<file path="src/design/exu_pkg.sv">
// ------------------------------
// Execute stage package
// Widths, unit and micro-op codes,
// micro-op views and stage records
// ------------------------------
`default_nettype none

package exu_pkg;

    // ------------------------------
    // Widths
    // ------------------------------
    localparam int XLEN  = 32;                  // Data word
    localparam int REG_W = 5;                   // Register address
    localparam int UOP_W = 5;                   // Micro-op code
    localparam int FU_W  = 4;                   // One-hot unit field

    // Unit bit positions in the fu field
    localparam int FU_ALU = 0;
    localparam int FU_LSU = 1;
    localparam int FU_CFU = 2;
    localparam int FU_CSR = 3;

    // ------------------------------
    // ALU micro-ops
    // ------------------------------
    localparam logic [UOP_W-1:0] ALU_ADD  = 5'b00001;
    localparam logic [UOP_W-1:0] ALU_SUB  = 5'b00010;
    localparam logic [UOP_W-1:0] ALU_XOR  = 5'b00011;
    localparam logic [UOP_W-1:0] ALU_OR   = 5'b00100;
    localparam logic [UOP_W-1:0] ALU_AND  = 5'b00101;
    localparam logic [UOP_W-1:0] ALU_SLL  = 5'b00110;
    localparam logic [UOP_W-1:0] ALU_SRL  = 5'b00111;
    localparam logic [UOP_W-1:0] ALU_SRA  = 5'b01000;
    localparam logic [UOP_W-1:0] ALU_SLT  = 5'b01001;
    localparam logic [UOP_W-1:0] ALU_SLTU = 5'b01010;

    // ------------------------------
    // Control-flow micro-ops
    // ------------------------------
    localparam logic [1:0] CFU_CLS_COND = 2'b00;   // Conditional branch class

    localparam logic [UOP_W-1:0] CFU_BEQ       = 5'b00001;
    localparam logic [UOP_W-1:0] CFU_BNE       = 5'b00010;
    localparam logic [UOP_W-1:0] CFU_BLT       = 5'b00011;
    localparam logic [UOP_W-1:0] CFU_BGE       = 5'b00100;
    localparam logic [UOP_W-1:0] CFU_BLTU      = 5'b00101;
    localparam logic [UOP_W-1:0] CFU_BGEU      = 5'b00110;
    localparam logic [UOP_W-1:0] CFU_JMP       = 5'b10001; // Unconditional jumps
    localparam logic [UOP_W-1:0] CFU_JALI      = 5'b10010;
    localparam logic [UOP_W-1:0] CFU_JALR      = 5'b10100;
    localparam logic [UOP_W-1:0] CFU_TAKEN     = 5'b11001; // Resolved branches
    localparam logic [UOP_W-1:0] CFU_NOT_TAKEN = 5'b11010;

    // LSU flag positions in the micro-op
    localparam int LSU_LOAD  = 4;
    localparam int LSU_STORE = 3;

    // ------------------------------
    // Micro-op views
    // ------------------------------
    typedef struct packed {
        logic [1:0] cls;                        // 00 cond, 10 jump
        logic [2:0] cond;                       // Condition select
    } cfu_view_t;

    typedef struct packed {
        logic       load;
        logic       store;
        logic [2:0] width;                      // Access width
    } lsu_view_t;

    typedef union packed {
        logic [UOP_W-1:0] code;                 // ALU view
        cfu_view_t        cfu;
        lsu_view_t        lsu;
    } uop_u;

    // ------------------------------
    // Stage records
    // ------------------------------
    typedef struct packed {
        logic [REG_W-1:0] rd;                   // Destination
        logic [XLEN-1:0]  opr_a;
        logic [XLEN-1:0]  opr_b;
        logic [XLEN-1:0]  opr_c;
        uop_u             uop;
        logic [FU_W-1:0]  fu;                   // One-hot unit
        logic             trap;                 // Trap from decode
        logic [1:0]       size;                 // Instruction size
        logic [31:0]      instr;
    } s2_instr_t;

    typedef struct packed {
        logic [REG_W-1:0] rd;
        logic [XLEN-1:0]  opr_a;
        logic [XLEN-1:0]  opr_b;
        uop_u             uop;
        logic [FU_W-1:0]  fu;
        logic             trap;
        logic [1:0]       size;
        logic [31:0]      instr;
    } s3_result_t;

    typedef struct packed {
        logic [REG_W-1:0] rd;
        logic [XLEN-1:0]  wdata;                // ALU result or zero
        logic             load;
        logic             csr;
    } fwd_t;

endpackage

`default_nettype wire

</file>
<file path="src/design/exu_alu.sv">
// ------------------------------
// Integer ALU
// Adder, logic ops, shifter and
// the compare flags for branches
// ------------------------------
`timescale 1ns/1ns
`default_nettype none

module exu_alu import exu_pkg::*; (
    input  s2_instr_t        i_s2,            // Decoded instruction
    output logic [XLEN-1:0]  o_result,        // Selected ALU result
    output logic [XLEN-1:0]  o_add_result,    // Always a + b
    output logic             o_eq,            // a == b
    output logic             o_lt_signed,     // a < b signed
    output logic             o_lt_unsigned    // a < b unsigned
);

    // ------------------------------
    // Operands
    // ------------------------------
    logic [XLEN-1:0] opr_a;
    logic [XLEN-1:0] opr_b;
    logic [4:0]      shamt;                   // Low bits of b
    logic            fu_alu;                  // ALU unit selected
    logic [XLEN-1:0] sum;
    logic [XLEN-1:0] diff;

    assign opr_a  = i_s2.opr_a;
    assign opr_b  = i_s2.opr_b;
    assign shamt  = opr_b[4:0];
    assign fu_alu = i_s2.fu[FU_ALU];

    assign sum  = opr_a + opr_b;              // Shared with LSU and jalr
    assign diff = opr_a - opr_b;

    // ------------------------------
    // Compare flags
    // ------------------------------
    // Always a against b, branches use them too
    assign o_eq          = (opr_a == opr_b);
    assign o_lt_signed   = ($signed(opr_a) < $signed(opr_b));
    assign o_lt_unsigned = (opr_a < opr_b);

    assign o_add_result = sum;

    // ------------------------------
    // Result mux
    // ------------------------------
    always_comb begin
        o_result = '0;                        // Zero outside the ALU
        if (fu_alu) begin
            case (i_s2.uop.code)
                ALU_ADD: begin
                    o_result = sum;
                end
                ALU_SUB: begin
                    o_result = diff;
                end
                ALU_XOR: begin
                    o_result = opr_a ^ opr_b;
                end
                ALU_OR: begin
                    o_result = opr_a | opr_b;
                end
                ALU_AND: begin
                    o_result = opr_a & opr_b;
                end
                ALU_SLL: begin
                    o_result = opr_a << shamt;
                end
                ALU_SRL: begin
                    o_result = opr_a >> shamt;
                end
                ALU_SRA: begin
                    o_result = $signed(opr_a) >>> shamt; // Sign fill
                end
                ALU_SLT: begin
                    o_result = {{(XLEN-1){1'b0}}, o_lt_signed};
                end
                ALU_SLTU: begin
                    o_result = {{(XLEN-1){1'b0}}, o_lt_unsigned};
                end
                default: begin
                    o_result = '0;            // Unknown code
                end
            endcase
        end
    end

endmodule

`default_nettype wire

</file>
<file path="src/design/exu_branch.sv">
// ------------------------------
// Branch resolution
// Conditional branches become taken
// or not-taken, jumps form targets
// ------------------------------
`timescale 1ns/1ns
`default_nettype none

module exu_branch import exu_pkg::*; (
    input  s2_instr_t        i_s2,            // Decoded instruction
    input  logic             i_eq,            // Flags from the ALU
    input  logic             i_lt_signed,
    input  logic             i_lt_unsigned,
    input  logic [XLEN-1:0]  i_add_result,    // a + b for jalr
    output uop_u             o_uop,           // Rewritten micro-op
    output logic [XLEN-1:0]  o_target         // Jump or branch target
);

    logic            cfu_cond;                // Conditional branch
    logic            taken;
    logic [XLEN-1:0] raw_target;              // Before bit 0 clear

    assign cfu_cond = i_s2.fu[FU_CFU] && (i_s2.uop.cfu.cls == CFU_CLS_COND);

    // ------------------------------
    // Condition
    // ------------------------------
    always_comb begin
        case (i_s2.uop.code)
            CFU_BEQ:  taken = i_eq;
            CFU_BNE:  taken = !i_eq;
            CFU_BLT:  taken = i_lt_signed;
            CFU_BGE:  taken = !i_lt_signed;
            CFU_BLTU: taken = i_lt_unsigned;
            CFU_BGEU: taken = !i_lt_unsigned;
            default:  taken = 1'b0;
        endcase
    end

    // Jumps keep their code
    always_comb begin
        o_uop = i_s2.uop;
        if (cfu_cond) begin
            o_uop.code = taken ? CFU_TAKEN : CFU_NOT_TAKEN;
        end
    end

    // ------------------------------
    // Target
    // ------------------------------
    always_comb begin
        case (i_s2.uop.code)
            CFU_JALR: raw_target = i_add_result;  // Register relative
            default:  raw_target = i_s2.opr_c;    // Branches and PC relative jumps
        endcase
    end

    assign o_target = {raw_target[XLEN-1:1], 1'b0};

endmodule

`default_nettype wire

</file>
<file path="src/design/exu_result_select.sv">
// ------------------------------
// Result select
// Builds the stage record per unit,
// inserts trap cause, forwards rd
// ------------------------------
`timescale 1ns/1ns
`default_nettype none

module exu_result_select import exu_pkg::*; (
    input  s2_instr_t        i_s2,            // Decoded instruction
    input  logic [XLEN-1:0]  i_alu_result,
    input  logic [XLEN-1:0]  i_add_result,    // LSU address
    input  uop_u             i_cfu_uop,       // Resolved branch code
    input  logic [XLEN-1:0]  i_cfu_target,
    output s3_result_t       o_s3,            // Into the pipe register
    output fwd_t             o_fwd            // Forwarding record
);

    logic            fu_alu;
    logic            fu_lsu;
    logic            fu_cfu;
    logic            fu_csr;
    logic [XLEN-1:0] trap_cause;              // rd zero-extended

    assign fu_alu = i_s2.fu[FU_ALU];
    assign fu_lsu = i_s2.fu[FU_LSU];
    assign fu_cfu = i_s2.fu[FU_CFU];
    assign fu_csr = i_s2.fu[FU_CSR];

    assign trap_cause = {{(XLEN-REG_W){1'b0}}, i_s2.rd};

    // ------------------------------
    // Outgoing record
    // ------------------------------
    always_comb begin
        o_s3.rd    = i_s2.rd;
        o_s3.fu    = i_s2.fu;
        o_s3.trap  = i_s2.trap;
        o_s3.size  = i_s2.size;
        o_s3.instr = i_s2.instr;
        o_s3.uop   = fu_cfu ? i_cfu_uop : i_s2.uop;

        o_s3.opr_a = '0;
        o_s3.opr_b = '0;                      // ALU and CFU leave it zero
        if (fu_alu) begin
            o_s3.opr_a = i_alu_result;
        end else if (fu_lsu) begin
            o_s3.opr_a = i_add_result;        // Address
            o_s3.opr_b = i_s2.opr_c;          // Store data
        end else if (fu_cfu) begin
            o_s3.opr_a = i_cfu_target;
        end else if (fu_csr) begin
            o_s3.opr_a = i_s2.opr_a;          // CSR operands pass on
            o_s3.opr_b = i_s2.opr_c;
        end

        if (i_s2.trap) begin
            o_s3.opr_b = trap_cause;          // Cause overrides operand
        end
    end

    // ------------------------------
    // Forwarding
    // ------------------------------
    assign o_fwd.rd    = i_s2.rd;
    assign o_fwd.wdata = fu_alu ? i_alu_result : '0;
    assign o_fwd.load  = fu_lsu && i_s2.uop.code[LSU_LOAD]
                                && !i_s2.uop.code[LSU_STORE];
    assign o_fwd.csr   = fu_csr;

endmodule

`default_nettype wire

</file>
<file path="src/design/exu_pipe_reg.sv">
// ------------------------------
// Stage-3 pipeline register
// One entry, valid/busy handshake,
// cleared by flush
// ------------------------------
`timescale 1ns/1ns
`default_nettype none

module exu_pipe_reg import exu_pkg::*; (
    input  logic        g_clk,
    input  logic        i_arst_n,             // Async, active low
    input  logic        i_flush,              // Drop the held entry
    input  s3_result_t  i_data,               // From result select
    input  logic        i_valid,
    output logic        o_busy,               // Back to the upstream side
    output s3_result_t  o_data,               // To memory stage
    output logic        o_valid,
    input  logic        i_busy                // Downstream stall
);

    logic load;                               // Entry accepted this edge

    // Full and not being taken
    assign o_busy = o_valid && i_busy;
    assign load   = i_valid && !o_busy;

    // ------------------------------
    // Valid flag
    // ------------------------------
    always_ff @(posedge g_clk or negedge i_arst_n) begin
        if (!i_arst_n) begin
            o_valid <= 1'b0;
        end else if (i_flush) begin
            o_valid <= 1'b0;                  // Offered item dropped too
        end else if (!o_busy) begin
            o_valid <= i_valid;               // Refill or drain
        end
    end

    // ------------------------------
    // Payload
    // ------------------------------
    always_ff @(posedge g_clk) begin
        if (load && !i_flush) begin
            o_data <= i_data;                 // Holds while stalled
        end
    end

endmodule

`default_nettype wire

</file>
<file path="src/design/exu_top.sv">
// ------------------------------
// Execute stage
// ALU, branch, result select and
// the stage-3 pipeline register
// ------------------------------
`timescale 1ns/1ns
`default_nettype none

module exu_top import exu_pkg::*; (
    input  logic        g_clk,
    input  logic        i_arst_n,
    input  logic        i_flush,
    input  s2_instr_t   i_s2,                 // From decode
    input  logic        i_s2_valid,
    output logic        o_s2_busy,
    output fwd_t        o_fwd,                // Forwarding, combinational
    output s3_result_t  o_s3,                 // To memory stage
    output logic        o_s3_valid,
    input  logic        i_s3_busy
);

    logic [XLEN-1:0] alu_result;
    logic [XLEN-1:0] add_result;
    logic            alu_eq;
    logic            alu_lt_signed;
    logic            alu_lt_unsigned;
    uop_u            cfu_uop;
    logic [XLEN-1:0] cfu_target;
    s3_result_t      n_s3;                    // Next stage record

    // ------------------------------
    // Units
    // ------------------------------
    exu_alu alu_i (
        .i_s2          (i_s2),
        .o_result      (alu_result),
        .o_add_result  (add_result),
        .o_eq          (alu_eq),
        .o_lt_signed   (alu_lt_signed),
        .o_lt_unsigned (alu_lt_unsigned)
    );

    exu_branch branch_i (
        .i_s2          (i_s2),
        .i_eq          (alu_eq),
        .i_lt_signed   (alu_lt_signed),
        .i_lt_unsigned (alu_lt_unsigned),
        .i_add_result  (add_result),
        .o_uop         (cfu_uop),
        .o_target      (cfu_target)
    );

    exu_result_select select_i (
        .i_s2          (i_s2),
        .i_alu_result  (alu_result),
        .i_add_result  (add_result),
        .i_cfu_uop     (cfu_uop),
        .i_cfu_target  (cfu_target),
        .o_s3          (n_s3),
        .o_fwd         (o_fwd)
    );

    // ------------------------------
    // Pipeline register
    // ------------------------------
    exu_pipe_reg pipe_reg_i (
        .g_clk    (g_clk),
        .i_arst_n (i_arst_n),
        .i_flush  (i_flush),
        .i_data   (n_s3),
        .i_valid  (i_s2_valid),
        .o_busy   (o_s2_busy),
        .o_data   (o_s3),
        .o_valid  (o_s3_valid),
        .i_busy   (i_s3_busy)
    );

endmodule

`default_nettype wire

</file>
<file path="config.mk">
export PLATFORM = sky130hd
export DESIGN_NAME = exu_top
export DESIGN_NICKNAME = d
export VERILOG_FILES = /design/src/design/exu_pkg.sv /design/src/design/exu_alu.sv /design/src/design/exu_branch.sv /design/src/design/exu_result_select.sv /design/src/design/exu_pipe_reg.sv /design/src/design/exu_top.sv
export SDC_FILE = /design/constraint.sdc
export NUM_CORES = 1
export LEC_CHECK = 0
export ABC_AREA = 1
export BUFFER_PORTS_ARGS = -buffer_cell sky130_fd_sc_hd__buf_2
export CELL_PAD_IN_SITES_DETAIL_PLACEMENT = 1
export CELL_PAD_IN_SITES_GLOBAL_PLACEMENT = 2
export CORE_MARGIN = 2
export CORE_UTILIZATION = 32
export DETAILED_ROUTE_END_ITERATION = 10
export HOLD_SLACK_MARGIN = 0.02
export PLACE_DENSITY_LB_ADDON = 0.1
export SLEW_MARGIN = 40
export SYNTH_ARGS = -nofsm -noshare
export SYNTH_HDL_FRONTEND = slang
export SYNTH_HIERARCHICAL = 1
export SYNTH_SLANG_ARGS = --single-unit
</file>
<file path="constraint.sdc">
create_clock -name g_clk -period 7.8 [get_ports g_clk]
set_clock_uncertainty 0.15 [all_clocks]
set_input_delay 0.39 -clock g_clk [delete_from_list [all_inputs] [get_ports g_clk]]
set_output_delay 0.39 -clock g_clk [all_outputs]
set_load 0.01 [all_outputs]
</file>
# == Yosys cells after proc, flatten, opt, wreduce, memory -nomap -nowiden ==
# Index checks and enable logic that the tools add are counted.
# classes
reduce_logical,14
bitwise,3
order_cmp,2
n_mux,16
addsub,2
shifts,3
eq_ne,13
# ops
op,count
case mux 32 bit (10 select lines),1
two-way mux 32 bit,5
two-way mux 64 bit,2
< comparator 32 bit,2
adder 32 bit,1
bitwise AND 32 bit,1
== test 32 bit,1
bitwise OR 32 bit,1
left shift 32 x 5 -> 32 bit,1
>> shifter 32 x 5 -> 32 bit,1
>>> shifter 32 x 5 -> 32 bit,1
subtractor 32 bit,1
bitwise XOR 32 bit,1
"== test 5 x 3 -> 1 bit, second input constant",4
two-way mux 5 bit,4
"== test 5 x 4 -> 1 bit, second input constant",3
"== test 5 x 2 -> 1 bit, second input constant",2
logical AND 1 bit,6
logical NOT 1 bit,6
case mux 1 bit (6 select lines),1
"== test 5 x 1 -> 1 bit, second input constant",1
"== test 5 bit, second input constant",1
logical NOT 2 bit,1
two-way mux 1 bit,2
other kinds (3),3
# word_totals
word_cells,63
register_bits,114
input_bits,150
out_inout_bits,154

# == Logic depth before layout (Yosys ltp) ==
# Gate-level depths: netlist of the first run.
# depth
word_depth,6
ltp_mapped,25
mapped_depth_nobuf,23

# == Hierarchy ==
# Netlist of the first run, hierarchy kept.
# by_module_without_submodules
module,seq_area_each_um2,cells_each,area_each_um2,n_inst
exu_alu,0.0,2222,10577.6,1
exu_pipe_reg,3418.3,121,3450.8,1
exu_result_select,0.0,458,2103.3,1
exu_branch,0.0,69,654.4,1

# == Worst setup path after synthesis of the first run ==
# OpenSTA, ideal clock, no wires.
# synth_timing
path_type,register -> register
startpoint,register pipe_reg_i.o_valid
endpoint,register pipe_reg_i/o_data[0] (netlist bit) (enable)
stages_incl_launch_ff,4
setup_time_ps,495
synth_period_minus_slack_ps,4067
slack_ps,3733
required_time_ps,7155
arrival_time_ps,3422
n_path_buf,0
cell_sequence,dfrtp_1 nand2_1 inv_2 nor2_2
# synth_via
elab_chain_len,4
# synth_rtl
element,line,text
from (decl),exu_pipe_reg.sv:17,"output logic o_valid,"
from (signal assigned),exu_pipe_reg.sv:36,o_valid <= i_valid;
logical AND 1 bit,exu_pipe_reg.sv:24,assign o_busy = o_valid && i_busy;
named net o_s2_busy,exu_top.sv:15,"output logic o_s2_busy,"
logical NOT 1 bit,exu_pipe_reg.sv:25,assign load = i_valid && !o_busy;
logical AND 1 bit,exu_pipe_reg.sv:25,
logical AND 1 bit,exu_pipe_reg.sv:44,if (load && !i_flush) begin
to (signal assigned),exu_pipe_reg.sv:45,o_data <= i_data;
to (decl),exu_pipe_reg.sv:16,"output s3_result_t o_data,"
# The timed path passes the listed nets, and every way through them passes these cells.
# A chain may end at the register's enable or synchronous reset.

==> impl_results.html, run 1 <==
<table>
<tr><th>Metric</th><th>Value</th></tr>
<tr><th colspan="2">Run status</th></tr>
<tr><td>Status</td><td>finished, final reports clean</td></tr>
<tr><th colspan="2">Logic synthesis</th></tr>
<tr><td>Netlist area before placement</td><td>0.01679 sq mm</td></tr>
<tr><td>Area leader, netlist</td><td>nand2_1</td></tr>
<tr><td>Ranking of synthesized cells by area</td><td>nand2_1 (22%), edfxtp_1 (20%), nand3_1 (14%)</td></tr>
<tr><td>Cell with the most instances after synthesis</td><td>nand2_1</td></tr>
<tr><td>Flip-flop and latch count after synthesis</td><td>roughly 110</td></tr>
<tr><td>FFs w/ async S/R, synth</td><td>0.008772</td></tr>
<tr><td>Net Count, Synth</td><td>3119</td></tr>
<tr><td>Number of enable flip-flop cells after synthesis</td><td>between 100 and 150</td></tr>
<tr><td>Mean area per synthesized cell</td><td>between 5 and 6 sq um</td></tr>
<tr><td>Post-synth top area share</td><td>0.2151</td></tr>
<tr><td>YS warnings</td><td>6</td></tr>
<tr><td>Share of the yosys chip area belonging to registers</td><td>0.2036</td></tr>
<tr><td>Distinct cells, synth</td><td>44</td></tr>
<tr><td>Cell count after synthesis</td><td>about 2900</td></tr>
<tr><td>Post-synth top flop</td><td>edfxtp_1</td></tr>
<tr><td>Most used standard cells in the synthesized netlist</td><td>nand2_1 (962), nand3_1 (456), inv_1 (369), nor2_1 (289), a21oi_1 (124)</td></tr>
<tr><th colspan="2">Worst hold path</th></tr>
<tr><td>Path category of the worst min-delay check</td><td>input pin to register</td></tr>
<tr><th colspan="2">Worst setup path</th></tr>
<tr><td>Crit Path Class</td><td>input pin to output port</td></tr>
<tr><td>CP max stage cell</td><td>ha_1</td></tr>
<tr><td>Cell Chain, Critical Path</td><td>buf_2 -&gt; buf_4 -&gt; inv_1 -&gt; ha_1 -&gt; nand2_1 -&gt; nand3_1 -&gt; nand2_1 -&gt; nand2_1 -&gt; nand2_1 -&gt; nand2_1 -&gt; xor2_1 -&gt; nand2_1 -&gt; nand2_1 -&gt; nor2_1 -&gt; nor2_1 -&gt; nand2_1 -&gt; inv_1 -&gt; buf_2</td></tr>
<tr><td>Sum of buffers and inverters on the critical path</td><td>5</td></tr>
<tr><td>Crit-path most repeated cell</td><td>nand2_1</td></tr>
<tr><td>Kind of cell with the highest combined delay on the critical path</td><td>simple AND/OR/NAND/NOR gates</td></tr>
<tr><td>Crit path arrival time</td><td>slightly above 4 ns</td></tr>
<tr><td>Type of destination of the critical path</td><td>output port</td></tr>
<tr><td>Peak per-stage delay on the critical path</td><td>roughly 0.56 ns</td></tr>
<tr><td>Kind of start point of the critical path</td><td>input pin</td></tr>
<tr><td>Required @ worst endpoint</td><td>about 7.3 ns</td></tr>
<tr><td>Largest fanout on the critical path</td><td>58</td></tr>
<tr><th colspan="2">Drt</th></tr>
<tr><td>Detailed Routing Iterations Pass 1</td><td>8</td></tr>
<tr><td>Drc violations</td><td>0</td></tr>
<tr><td>Count of routing violations after the opening detailed-route iteration</td><td>approximately 1900</td></tr>
<tr><td>Routed Wire Length</td><td>slightly below 100000 microns</td></tr>
<tr><td>Number of vias in the routed layout</td><td>just over 20000</td></tr>
<tr><td>Count of antenna-violating nets left after detailed routing</td><td>0</td></tr>
<tr><td>Via-to-Cell Ratio</td><td>between 5 and 6</td></tr>
<tr><td>DR WL/cell</td><td>approximately 26 microns</td></tr>
<tr><th colspan="2">Timing</th></tr>
<tr><td>Final count of pins violating max slew</td><td>0</td></tr>
<tr><td>Shortest period the worst path allows</td><td>4.681 ns</td></tr>
<tr><td>Hold violation count in the final report</td><td>0</td></tr>
<tr><td>Final Worst Setup Slack</td><td>approximately 3.1 ns</td></tr>
<tr><td>Slew HR</td><td>0.4140</td></tr>
<tr><td>Count of final setup violators</td><td>0</td></tr>
<tr><td>Worst hold-check slack</td><td>~0.047 ns</td></tr>
<tr><td>Timing-limited maximum frequency</td><td>around 210 MHz</td></tr>
<tr><td>Unrepaired setup endpoints after global routing</td><td>no</td></tr>
<tr><td>Final clock period utilization by the worst path</td><td>0.6001</td></tr>
<tr><td>Least-Margin Pin Slew</td><td>roughly 0.9 ns</td></tr>
<tr><td>Total negative slack for setup checks</td><td>0 ns</td></tr>
<tr><th colspan="2">CTS</th></tr>
<tr><td>Inserted Clock Buffers</td><td>17</td></tr>
<tr><td>Clock latency of the later-clocked register in the worst-skew pair</td><td>between 0.4 and 0.5 ns</td></tr>
<tr><td>Number of clock sinks</td><td>between 100 and 150</td></tr>
<tr><td>TritonCTS clock tree</td><td>yes</td></tr>
<tr><td>Maximum buffer depth of the clock tree</td><td>2</td></tr>
<tr><td>Clock transition time at the flip-flop clock pins of the worst setup and hold paths</td><td>roughly 0.070 ns</td></tr>
<tr><td>Clock tree root buffer cell</td><td>clkbuf_16</td></tr>
<tr><td>H-tree Lvls</td><td>4</td></tr>
<tr><th colspan="2">Placement</th></tr>
<tr><td>Global placement routability congestion</td><td>a little over 1</td></tr>
<tr><td>Pre-CTS setup slack</td><td>between 3 and 4 ns</td></tr>
<tr><td>Detailed Place HPWL</td><td>about 82000 microns</td></tr>
<tr><td>Quantity of I/O buffers inserted on ports</td><td>~300</td></tr>
<tr><th colspan="2">Cells and area</th></tr>
<tr><td>Post-layout net count</td><td>about 3300</td></tr>
<tr><td>Relative area change from synthesis to final layout</td><td>15.15%</td></tr>
<tr><td>Footprint of the multi-input gates</td><td>between 0.01 and 0.015 sq mm</td></tr>
<tr><td>Sequential cell area</td><td>around 0.0034 sq mm</td></tr>
<tr><td>Fillers</td><td>approximately 7000</td></tr>
<tr><td>Share of layout cells above drive strength 1</td><td>0.1384</td></tr>
<tr><td>Diodes inserted</td><td>0</td></tr>
<tr><th colspan="2">Die</th></tr>
<tr><td>Row count</td><td>83</td></tr>
<tr><td>Height of the chip</td><td>233.0 microns</td></tr>
<tr><td>Width of the die</td><td>around 230 microns</td></tr>
<tr><td>Starting density of the core</td><td>0.3252</td></tr>
<tr><td>Standard cell core area</td><td>roughly 0.052 sq mm</td></tr>
<tr><td>DIE AREA</td><td>around 0.054 sq mm</td></tr>
<tr><td>Number of top-level pins</td><td>~300</td></tr>
<tr><th colspan="2">Global route</th></tr>
<tr><td>Met3 global-route usage</td><td>0.04914</td></tr>
<tr><td>Overall routing resource usage</td><td>0.3567</td></tr>
<tr><td>Met1 track utilization from global routing</td><td>0.4862</td></tr>
<tr><td>First-pass GRT wire length</td><td>139400 microns</td></tr>
<tr><td>GR Overflow Total</td><td>0</td></tr>
<tr><td>Largest net degree at the start of global routing</td><td>75</td></tr>
<tr><td>Antenna violations before repair</td><td>1</td></tr>
<tr><td>Vias in the first global route</td><td>~20000</td></tr>
<tr><td>Met2 usage</td><td>0.5635</td></tr>
<tr><td>Most Used Layer, Global Route</td><td>met2</td></tr>
<tr><th colspan="2">Pwr</th></tr>
<tr><td>Leakage power</td><td>approximately 0.010 uW</td></tr>
<tr><td>Highest ir drop seen on vdd</td><td>~0.15 mV</td></tr>
<tr><td>Areal power density over the cells</td><td>around 140 mW/mm^2</td></tr>
<tr><th colspan="2">Job</th></tr>
<tr><td>Number of maximum-capacitance violations</td><td>0</td></tr>
</table>
==> metal layers <==
| layer | routed length, microns | share of wire |
|---|---|---|
| met5 | 14 | 0.00014 |
| met4 | 4457 | 0.045 |
| met3 | 6769 | 0.068 |
| met2 | 43590 | 0.44 |
| met1 | 44010 | 0.45 |
==> final timing paths <==
path | from | to | slack, ns | cells after the start
max reg2reg | pipe_reg_i/o_valid | pipe_reg_i/o_data[58] | 5.99 | 4
min in group asynchronous | i_arst_n | pipe_reg_i/o_valid | 0.17 | 2
min | i_s2[140] | pipe_reg_i/o_data[108] | 0.05 | 1
max | i_s2[79] | o_fwd[16] | 3.12 | 18
max in group asynchronous | i_arst_n | pipe_reg_i/o_valid | 7.25 | 2
min reg2reg | pipe_reg_i/o_valid | pipe_reg_i/o_valid | 0.38 | 2
==> power by group <==
group / switching, uW / total, uW / leakage, uW / internal (uW)
combinational: 805 / 1110 / 0.00913 / 303
clock: 337 / 824 / 0.000299 / 487
sequential: 8.53 / 721 / 0.00106 / 713
==> cell type report <==
cell class              count  area share
clock buffers              17     0.02201
clock inverters            15    0.009581
inverters                 384     0.07470
multi-input cells        2191      0.5624
flip-flops and latches    114      0.1769
well taps                 680     0.04402
repair buffers            364      0.1104
==> state kept, by name, summed over array words and instances, names as in the netlist <==
name,flops
pipe_reg_i/o_data,113
pipe_reg_i/o_valid,1
==> cell usage in the layout (no fill, tap or decap), drive strengths merged, types with 2 or more instances in the layout <==
cell type and count:
clkinv 5, ha 97, edfxtp 113, bufinv 2, o2111ai 10, fa 2
or2 4, o21bai 6, nand2 963, and2 34, nor3 14, and3 5
xor2 10, buf 327, mux2 31, dlygate4sd3 37, o21ai 54, inv 391
o22ai 7, a211oi 2, nand4 28, nand3b 5, clkbuf 17, a21oi 126
nor2 300, nand3 463, o211ai 26
==> cell families after synthesis <==
family / count (synthesis) / share of synthesized area
other: 1 / 0.0002234
AOI/OAI and AO/OA: 234 / 0.07916
DFF: 114 / 0.2036
xor gates and xnor gates: 10 / 0.005217
buffers and inverters: 565 / 0.1501
adders and majority gates: 99 / 0.07469
and+or+nand+nor: 1816 / 0.4595
muxes: 31 / 0.02750
==> metrics by stage <==
step                instances  total power [uW]  cell area [sq um]  utilization
floorplan                2870              1369              16790            -
global placement         3689              1777              18210       0.3529
detailed placement       3695              1795              18300       0.3546
CTS                      3764              2640              19280       0.3736
global route             3765              2773              19330       0.3745
finish                   3765              2653              19330       0.3745
==> repair_timing <==
| action | in CTS | in global routing |
|---|---|---|
| hold buffers | 37 | 0 |
| endpoints found under the hold margin | 37 | 0 |
| setup endpoints to repair | 0 | 0 |
| buffers inserted | 0 | 0 |
| resized for setup | 0 | 0 |
No activity file was read; power rests on OpenSTA's default activity.
==> run 2, diff against run 1 <==
--- a/config.mk
+++ b/config.mk
@@ -10,7 +10,7 @@
 export CELL_PAD_IN_SITES_DETAIL_PLACEMENT = 1
 export CELL_PAD_IN_SITES_GLOBAL_PLACEMENT = 2
 export CORE_MARGIN = 2
-export CORE_UTILIZATION = 32
+export CORE_UTILIZATION = 27
 export DETAILED_ROUTE_END_ITERATION = 10
 export HOLD_SLACK_MARGIN = 0.02
 export PLACE_DENSITY_LB_ADDON = 0.1
==> constraint.sdc (replaced) <==
create_clock -name g_clk -period 3.8 [get_ports g_clk]
set_clock_uncertainty 0.15 [all_clocks]
set_input_delay 0.19 -clock g_clk [delete_from_list [all_inputs] [get_ports g_clk]]
set_output_delay 0.19 -clock g_clk [all_outputs]
set_load 0.01 [all_outputs]
==> run 2 against run 1 <==
Net effect: combinational power increased by 120%; cell count increased by 7.8%; sequential cell count unchanged; setup slack worse by 2.9 ns; via count grew 0.82%; critical path depth did not move; global-route usage decreased by 3.4 points; die area up 18%; total power is 110% higher; critical path type unchanged; critical endpoint is now o_fwd[26].
==> impl_results.html, run 2 (synthesized netlist as in run 1, its figures left out) <==
<table>
<tr><th>Metric</th><th>Value</th></tr>
<tr><th colspan="2">Worst setup path</th></tr>
<tr><td>Peak per-stage delay on the critical path</td><td>0.46 ns (-0.10 ns)</td></tr>
<tr><td>FF-to-FF End</td><td>pipe_reg_i/o_data[31]</td></tr>
<tr><td>Startpoint of the worst-slack reg-to-reg timing path</td><td>pipe_reg_i/o_valid</td></tr>
<tr><td>Crit Path Class</td><td>input pin to output port</td></tr>
<tr><td>Crit path arrival time</td><td>3.24 ns (-0.90 ns)</td></tr>
<tr><td>Depth of the worst register-to-register path</td><td>4 (unchanged)</td></tr>
<tr><td>Largest fanout on the critical path</td><td>7 (-88%)</td></tr>
<tr><td>Type of destination of the critical path</td><td>output port</td></tr>
<tr><td>Kind of start point of the critical path</td><td>input pin</td></tr>
<tr><td>R2R Setup Slk</td><td>2.03 ns (-3.96 ns)</td></tr>
<tr><td>CP max stage cell</td><td>ha_1</td></tr>
<tr><td>Cell Chain, Critical Path</td><td>buf_2 -&gt; inv_1 -&gt; ha_1 -&gt; buf_4 -&gt; nand2_1 -&gt; nor2_1 -&gt; inv_1 -&gt; nor3_1 -&gt; nand3_1 -&gt; nand3_1 -&gt; nand2_1 -&gt; nand3_1 -&gt; nand3_1 -&gt; nand2_1 -&gt; inv_1 -&gt; nand2_1 -&gt; inv_1 -&gt; buf_2</td></tr>
<tr><td>Kind of cell with the highest combined delay on the critical path</td><td>simple AND/OR/NAND/NOR gates</td></tr>
<tr><td>Sum of buffers and inverters on the critical path</td><td>7 (+2)</td></tr>
<tr><td>Required @ worst endpoint</td><td>3.46 ns (-3.80 ns)</td></tr>
<tr><th colspan="2">Drt</th></tr>
<tr><td>Detailed Routing Iterations Pass 1</td><td>5 (-3)</td></tr>
<tr><td>Number of vias in the routed layout</td><td>20772 (+0.82%)</td></tr>
<tr><td>Drc violations</td><td>0 (unchanged)</td></tr>
<tr><td>Routed Wire Length</td><td>105600 microns (+6.8%)</td></tr>
<tr><td>Via-to-Cell Ratio</td><td>5.119 (-6.5%)</td></tr>
<tr><td>DR WL/cell</td><td>26.02 microns (-0.89%)</td></tr>
<tr><td>Count of antenna-violating nets left after detailed routing</td><td>0 (unchanged)</td></tr>
<tr><td>Count of routing violations after the opening detailed-route iteration</td><td>1651 (-11%)</td></tr>
<tr><th colspan="2">Pwr</th></tr>
<tr><td>Net switching power figure</td><td>2447 uW (+110%)</td></tr>
<tr><td>Leakage power</td><td>0.01112 uW (+5.9%)</td></tr>
<tr><td>Part of the power in combinational logic</td><td>0.440 (+0.022)</td></tr>
<tr><td>Sequential fraction of design power</td><td>0.265 (-0.007)</td></tr>
<tr><td>Int Power</td><td>3140 uW (+110%)</td></tr>
<tr><td>Fraction of power spent switching nets</td><td>0.4380 (+0.004295)</td></tr>
<tr><td>Areal power density over the cells</td><td>271.4 mW/mm^2 (+98%)</td></tr>
<tr><td>Highest ir drop seen on vdd</td><td>0.3092 mV (+110%)</td></tr>
<tr><td>Share of total power in the clock network</td><td>0.295 (-0.016)</td></tr>
<tr><th colspan="2">Cells and area</th></tr>
<tr><td>Most frequent cells in the layout</td><td>nand2_1 (962), nand3_1 (456), inv_1 (369)</td></tr>
<tr><td>Largest registers</td><td>pipe_reg_i/o_data: 113 flops, pipe_reg_i/o_valid: 1 flops</td></tr>
<tr><td>Max FFs per register</td><td>113 (unchanged)</td></tr>
<tr><td>Commonest non-fill, non-tap cell in the layout</td><td>nand2_1</td></tr>
<tr><td>Layout Cells excl Fill</td><td>4058 (+7.8%)</td></tr>
<tr><td>Relative area change from synthesis to final layout</td><td>22.64%</td></tr>
<tr><td>Largest Register</td><td>pipe_reg_i/o_data</td></tr>
<tr><td>Post-layout net count</td><td>3456 (+4.1%)</td></tr>
<tr><td>Share of layout cells above drive strength 1</td><td>0.1630 (+0.02463)</td></tr>
<tr><th colspan="2">Die</th></tr>
<tr><td>Number of top-level pins</td><td>304 (unchanged)</td></tr>
<tr><td>Width of the die</td><td>253.3 microns (+8.7%)</td></tr>
<tr><td>DIE AREA</td><td>0.06418 sq mm (+18%)</td></tr>
<tr><td>Row count</td><td>91 (+9.6%)</td></tr>
<tr><td>Starting density of the core</td><td>0.2725 (-0.05272)</td></tr>
<tr><td>Height of the chip</td><td>253.3 microns (+8.7%)</td></tr>
<tr><td>Standard cell core area</td><td>0.06160 sq mm (+19%)</td></tr>
<tr><th colspan="2">CTS</th></tr>
<tr><td>Clock transition time at the flip-flop clock pins of the worst setup and hold paths</td><td>0.06 ns (about the same)</td></tr>
<tr><td>Clock latency of the later-clocked register in the worst-skew pair</td><td>0.45 ns (+0.03 ns)</td></tr>
<tr><td>H-tree Lvls</td><td>4 (unchanged)</td></tr>
<tr><td>Hold-fix buffers, CTS</td><td>74 (+100%)</td></tr>
<tr><td>TritonCTS clock tree</td><td>yes</td></tr>
<tr><td>Post-CTS setup buffer count</td><td>0 (unchanged)</td></tr>
<tr><td>Inserted Clock Buffers</td><td>17 (unchanged)</td></tr>
<tr><td>Number of clock sinks</td><td>114 (unchanged)</td></tr>
<tr><td>Maximum buffer depth of the clock tree</td><td>2 (unchanged)</td></tr>
<tr><td>Post-cts resize count</td><td>0 (unchanged)</td></tr>
<tr><td>Clock tree root buffer cell</td><td>clkbuf_16</td></tr>
<tr><th colspan="2">Timing</th></tr>
<tr><td>Hold violation count in the final report</td><td>0 (unchanged)</td></tr>
<tr><td>Timing-limited maximum frequency</td><td>279.2 MHz</td></tr>
<tr><td>Count of final setup violators</td><td>0 (unchanged)</td></tr>
<tr><td>Unrepaired setup endpoints after global routing</td><td>no</td></tr>
<tr><td>Shortest period the worst path allows</td><td>roughly 3.6 ns</td></tr>
<tr><td>Total negative slack for setup checks</td><td>0 ns (unchanged)</td></tr>
<tr><td>Final count of pins violating max slew</td><td>0 (unchanged)</td></tr>
<tr><td>Final clock period utilization by the worst path</td><td>0.9427</td></tr>
<tr><td>Least-Margin Pin Slew</td><td>0.8587 ns (-0.01713 ns)</td></tr>
<tr><td>Slew HR</td><td>0.4276 (+0.01357)</td></tr>
<tr><th colspan="2">Global route</th></tr>
<tr><td>Vias in the first global route</td><td>20836 (+3.8%)</td></tr>
<tr><td>Antenna violations before repair</td><td>1 (unchanged)</td></tr>
<tr><td>GR Overflow Total</td><td>0 (unchanged)</td></tr>
<tr><td>Overall routing resource usage</td><td>0.3228 (-0.03388)</td></tr>
<tr><td>First-pass GRT wire length</td><td>148300 microns (+6.3%)</td></tr>
<tr><td>Largest net degree at the start of global routing</td><td>114 (+52%)</td></tr>
<tr><th colspan="2">Worst hold path</th></tr>
<tr><td>WHS Path Cells</td><td>3 (+2)</td></tr>
<tr><td>Path category of the worst min-delay check</td><td>input pin to register</td></tr>
<tr><td>Worst min-delay path startpoint</td><td>i_s2[46]</td></tr>
<tr><td>Worst hold endpoint</td><td>pipe_reg_i/o_data[46]</td></tr>
<tr><th colspan="2">Run status</th></tr>
<tr><td>Status</td><td>finished, final reports clean</td></tr>
<tr><th colspan="2">Placement</th></tr>
<tr><td>Detailed Place HPWL</td><td>87810 microns (+7.4%)</td></tr>
<tr><td>Post-Place Cells</td><td>3950 (+6.9%)</td></tr>
<tr><td>Quantity of I/O buffers inserted on ports</td><td>303 (unchanged)</td></tr>
<tr><td>Global placement routability congestion</td><td>0.9758 (-3.4%)</td></tr>
<tr><th colspan="2">Job</th></tr>
<tr><td>Number of maximum-capacitance violations</td><td>0 (unchanged)</td></tr>
</table>
-- run 2: cell count changes in the layout (fill, tap and decap cells not counted), moves of 2 or more --
| cell | change |
|---|---|
| buf_12 | +4 |
| buf_4 | +102 |
| buf_6 | -2 |
| buf_8 | -4 |
| dlygate4sd3_1 | +37 |
| inv_2 | +2 |
-- run 2: layout make-up --
class,instances,area [sq um]
flip-flops and latches,114,3418
clock inverters,15,162.7
clock buffers,17,425.4
diodes,1,2.502
multi-input cells,2191,10850
inverters,384,1441
repair buffers,499,3236
well taps,837,1047
fillers,8141,41010
-- run 2: per-layer routing --
layer,part of all wire,wire (microns),global-route usage,vias up
li1,-,-,-,9820
met1,0.45,47950,0.4363,10127
met2,0.46,48090,0.5257,707
met3,0.049,5135,0.03660,118
met4,0.042,4400,0.1216,0
met5,0,0,0,-
-- run 2: worst reg2reg max path, stage by stage (launching register included) --
cell and delay, ns:
dfrtp_1 0.40, nand2_1 0.09, inv_2 0.05, nor2_4 0.10
buf_12 0.47
-- run 2: worst max path at each step --
| stage | from | endpoint | cells after the start |
|---|---|---|---|
| 4_1_cts | i_s2[108] | o_fwd[16] | 17 |
| 3_3_place_gp | i_s2[122] | pipe_reg_i/o_data[100] | 17 |
| 2_1_floorplan | i_s2[80] | pipe_reg_i/o_data[39] | 24 |
| 5_1_grt | i_s2[108] | o_fwd[16] | 17 |
| 6_report | i_s2[122] | o_fwd[26] | 18 |
| 3_5_place_dp | i_s2[122] | pipe_reg_i/o_data[100] | 17 |
-- run 2: power by group through the flow --
stage	Clock, uW	Sequential (uW)	Combinational, uW
after floorplan	0	1540	1270
after global placement	0	1500	2320
after detailed placement	0	1510	2350
after CTS	1670	1480	2420
after global routing	1720	1490	2640
final	1650	1480	2460
-- run 2: metrics by stage --
step	util	setup WS [ns]	total power (uW)	hold WS, ns	area (sq um)
3_5_place_dp	0.3122	0.1094	3854	-0.1838	19230
6_report	0.3342	0.2177	5587	0.01727	20590
4_1_cts	0.3338	0.2502	5567	0.04127	20560
2_1_floorplan	-	0.5430	2808	-0.2556	16790
5_1_grt	0.3342	0.09983	5844	0.03106	20580
3_3_place_gp	0.3119	0.09287	3827	-0.1843	19210
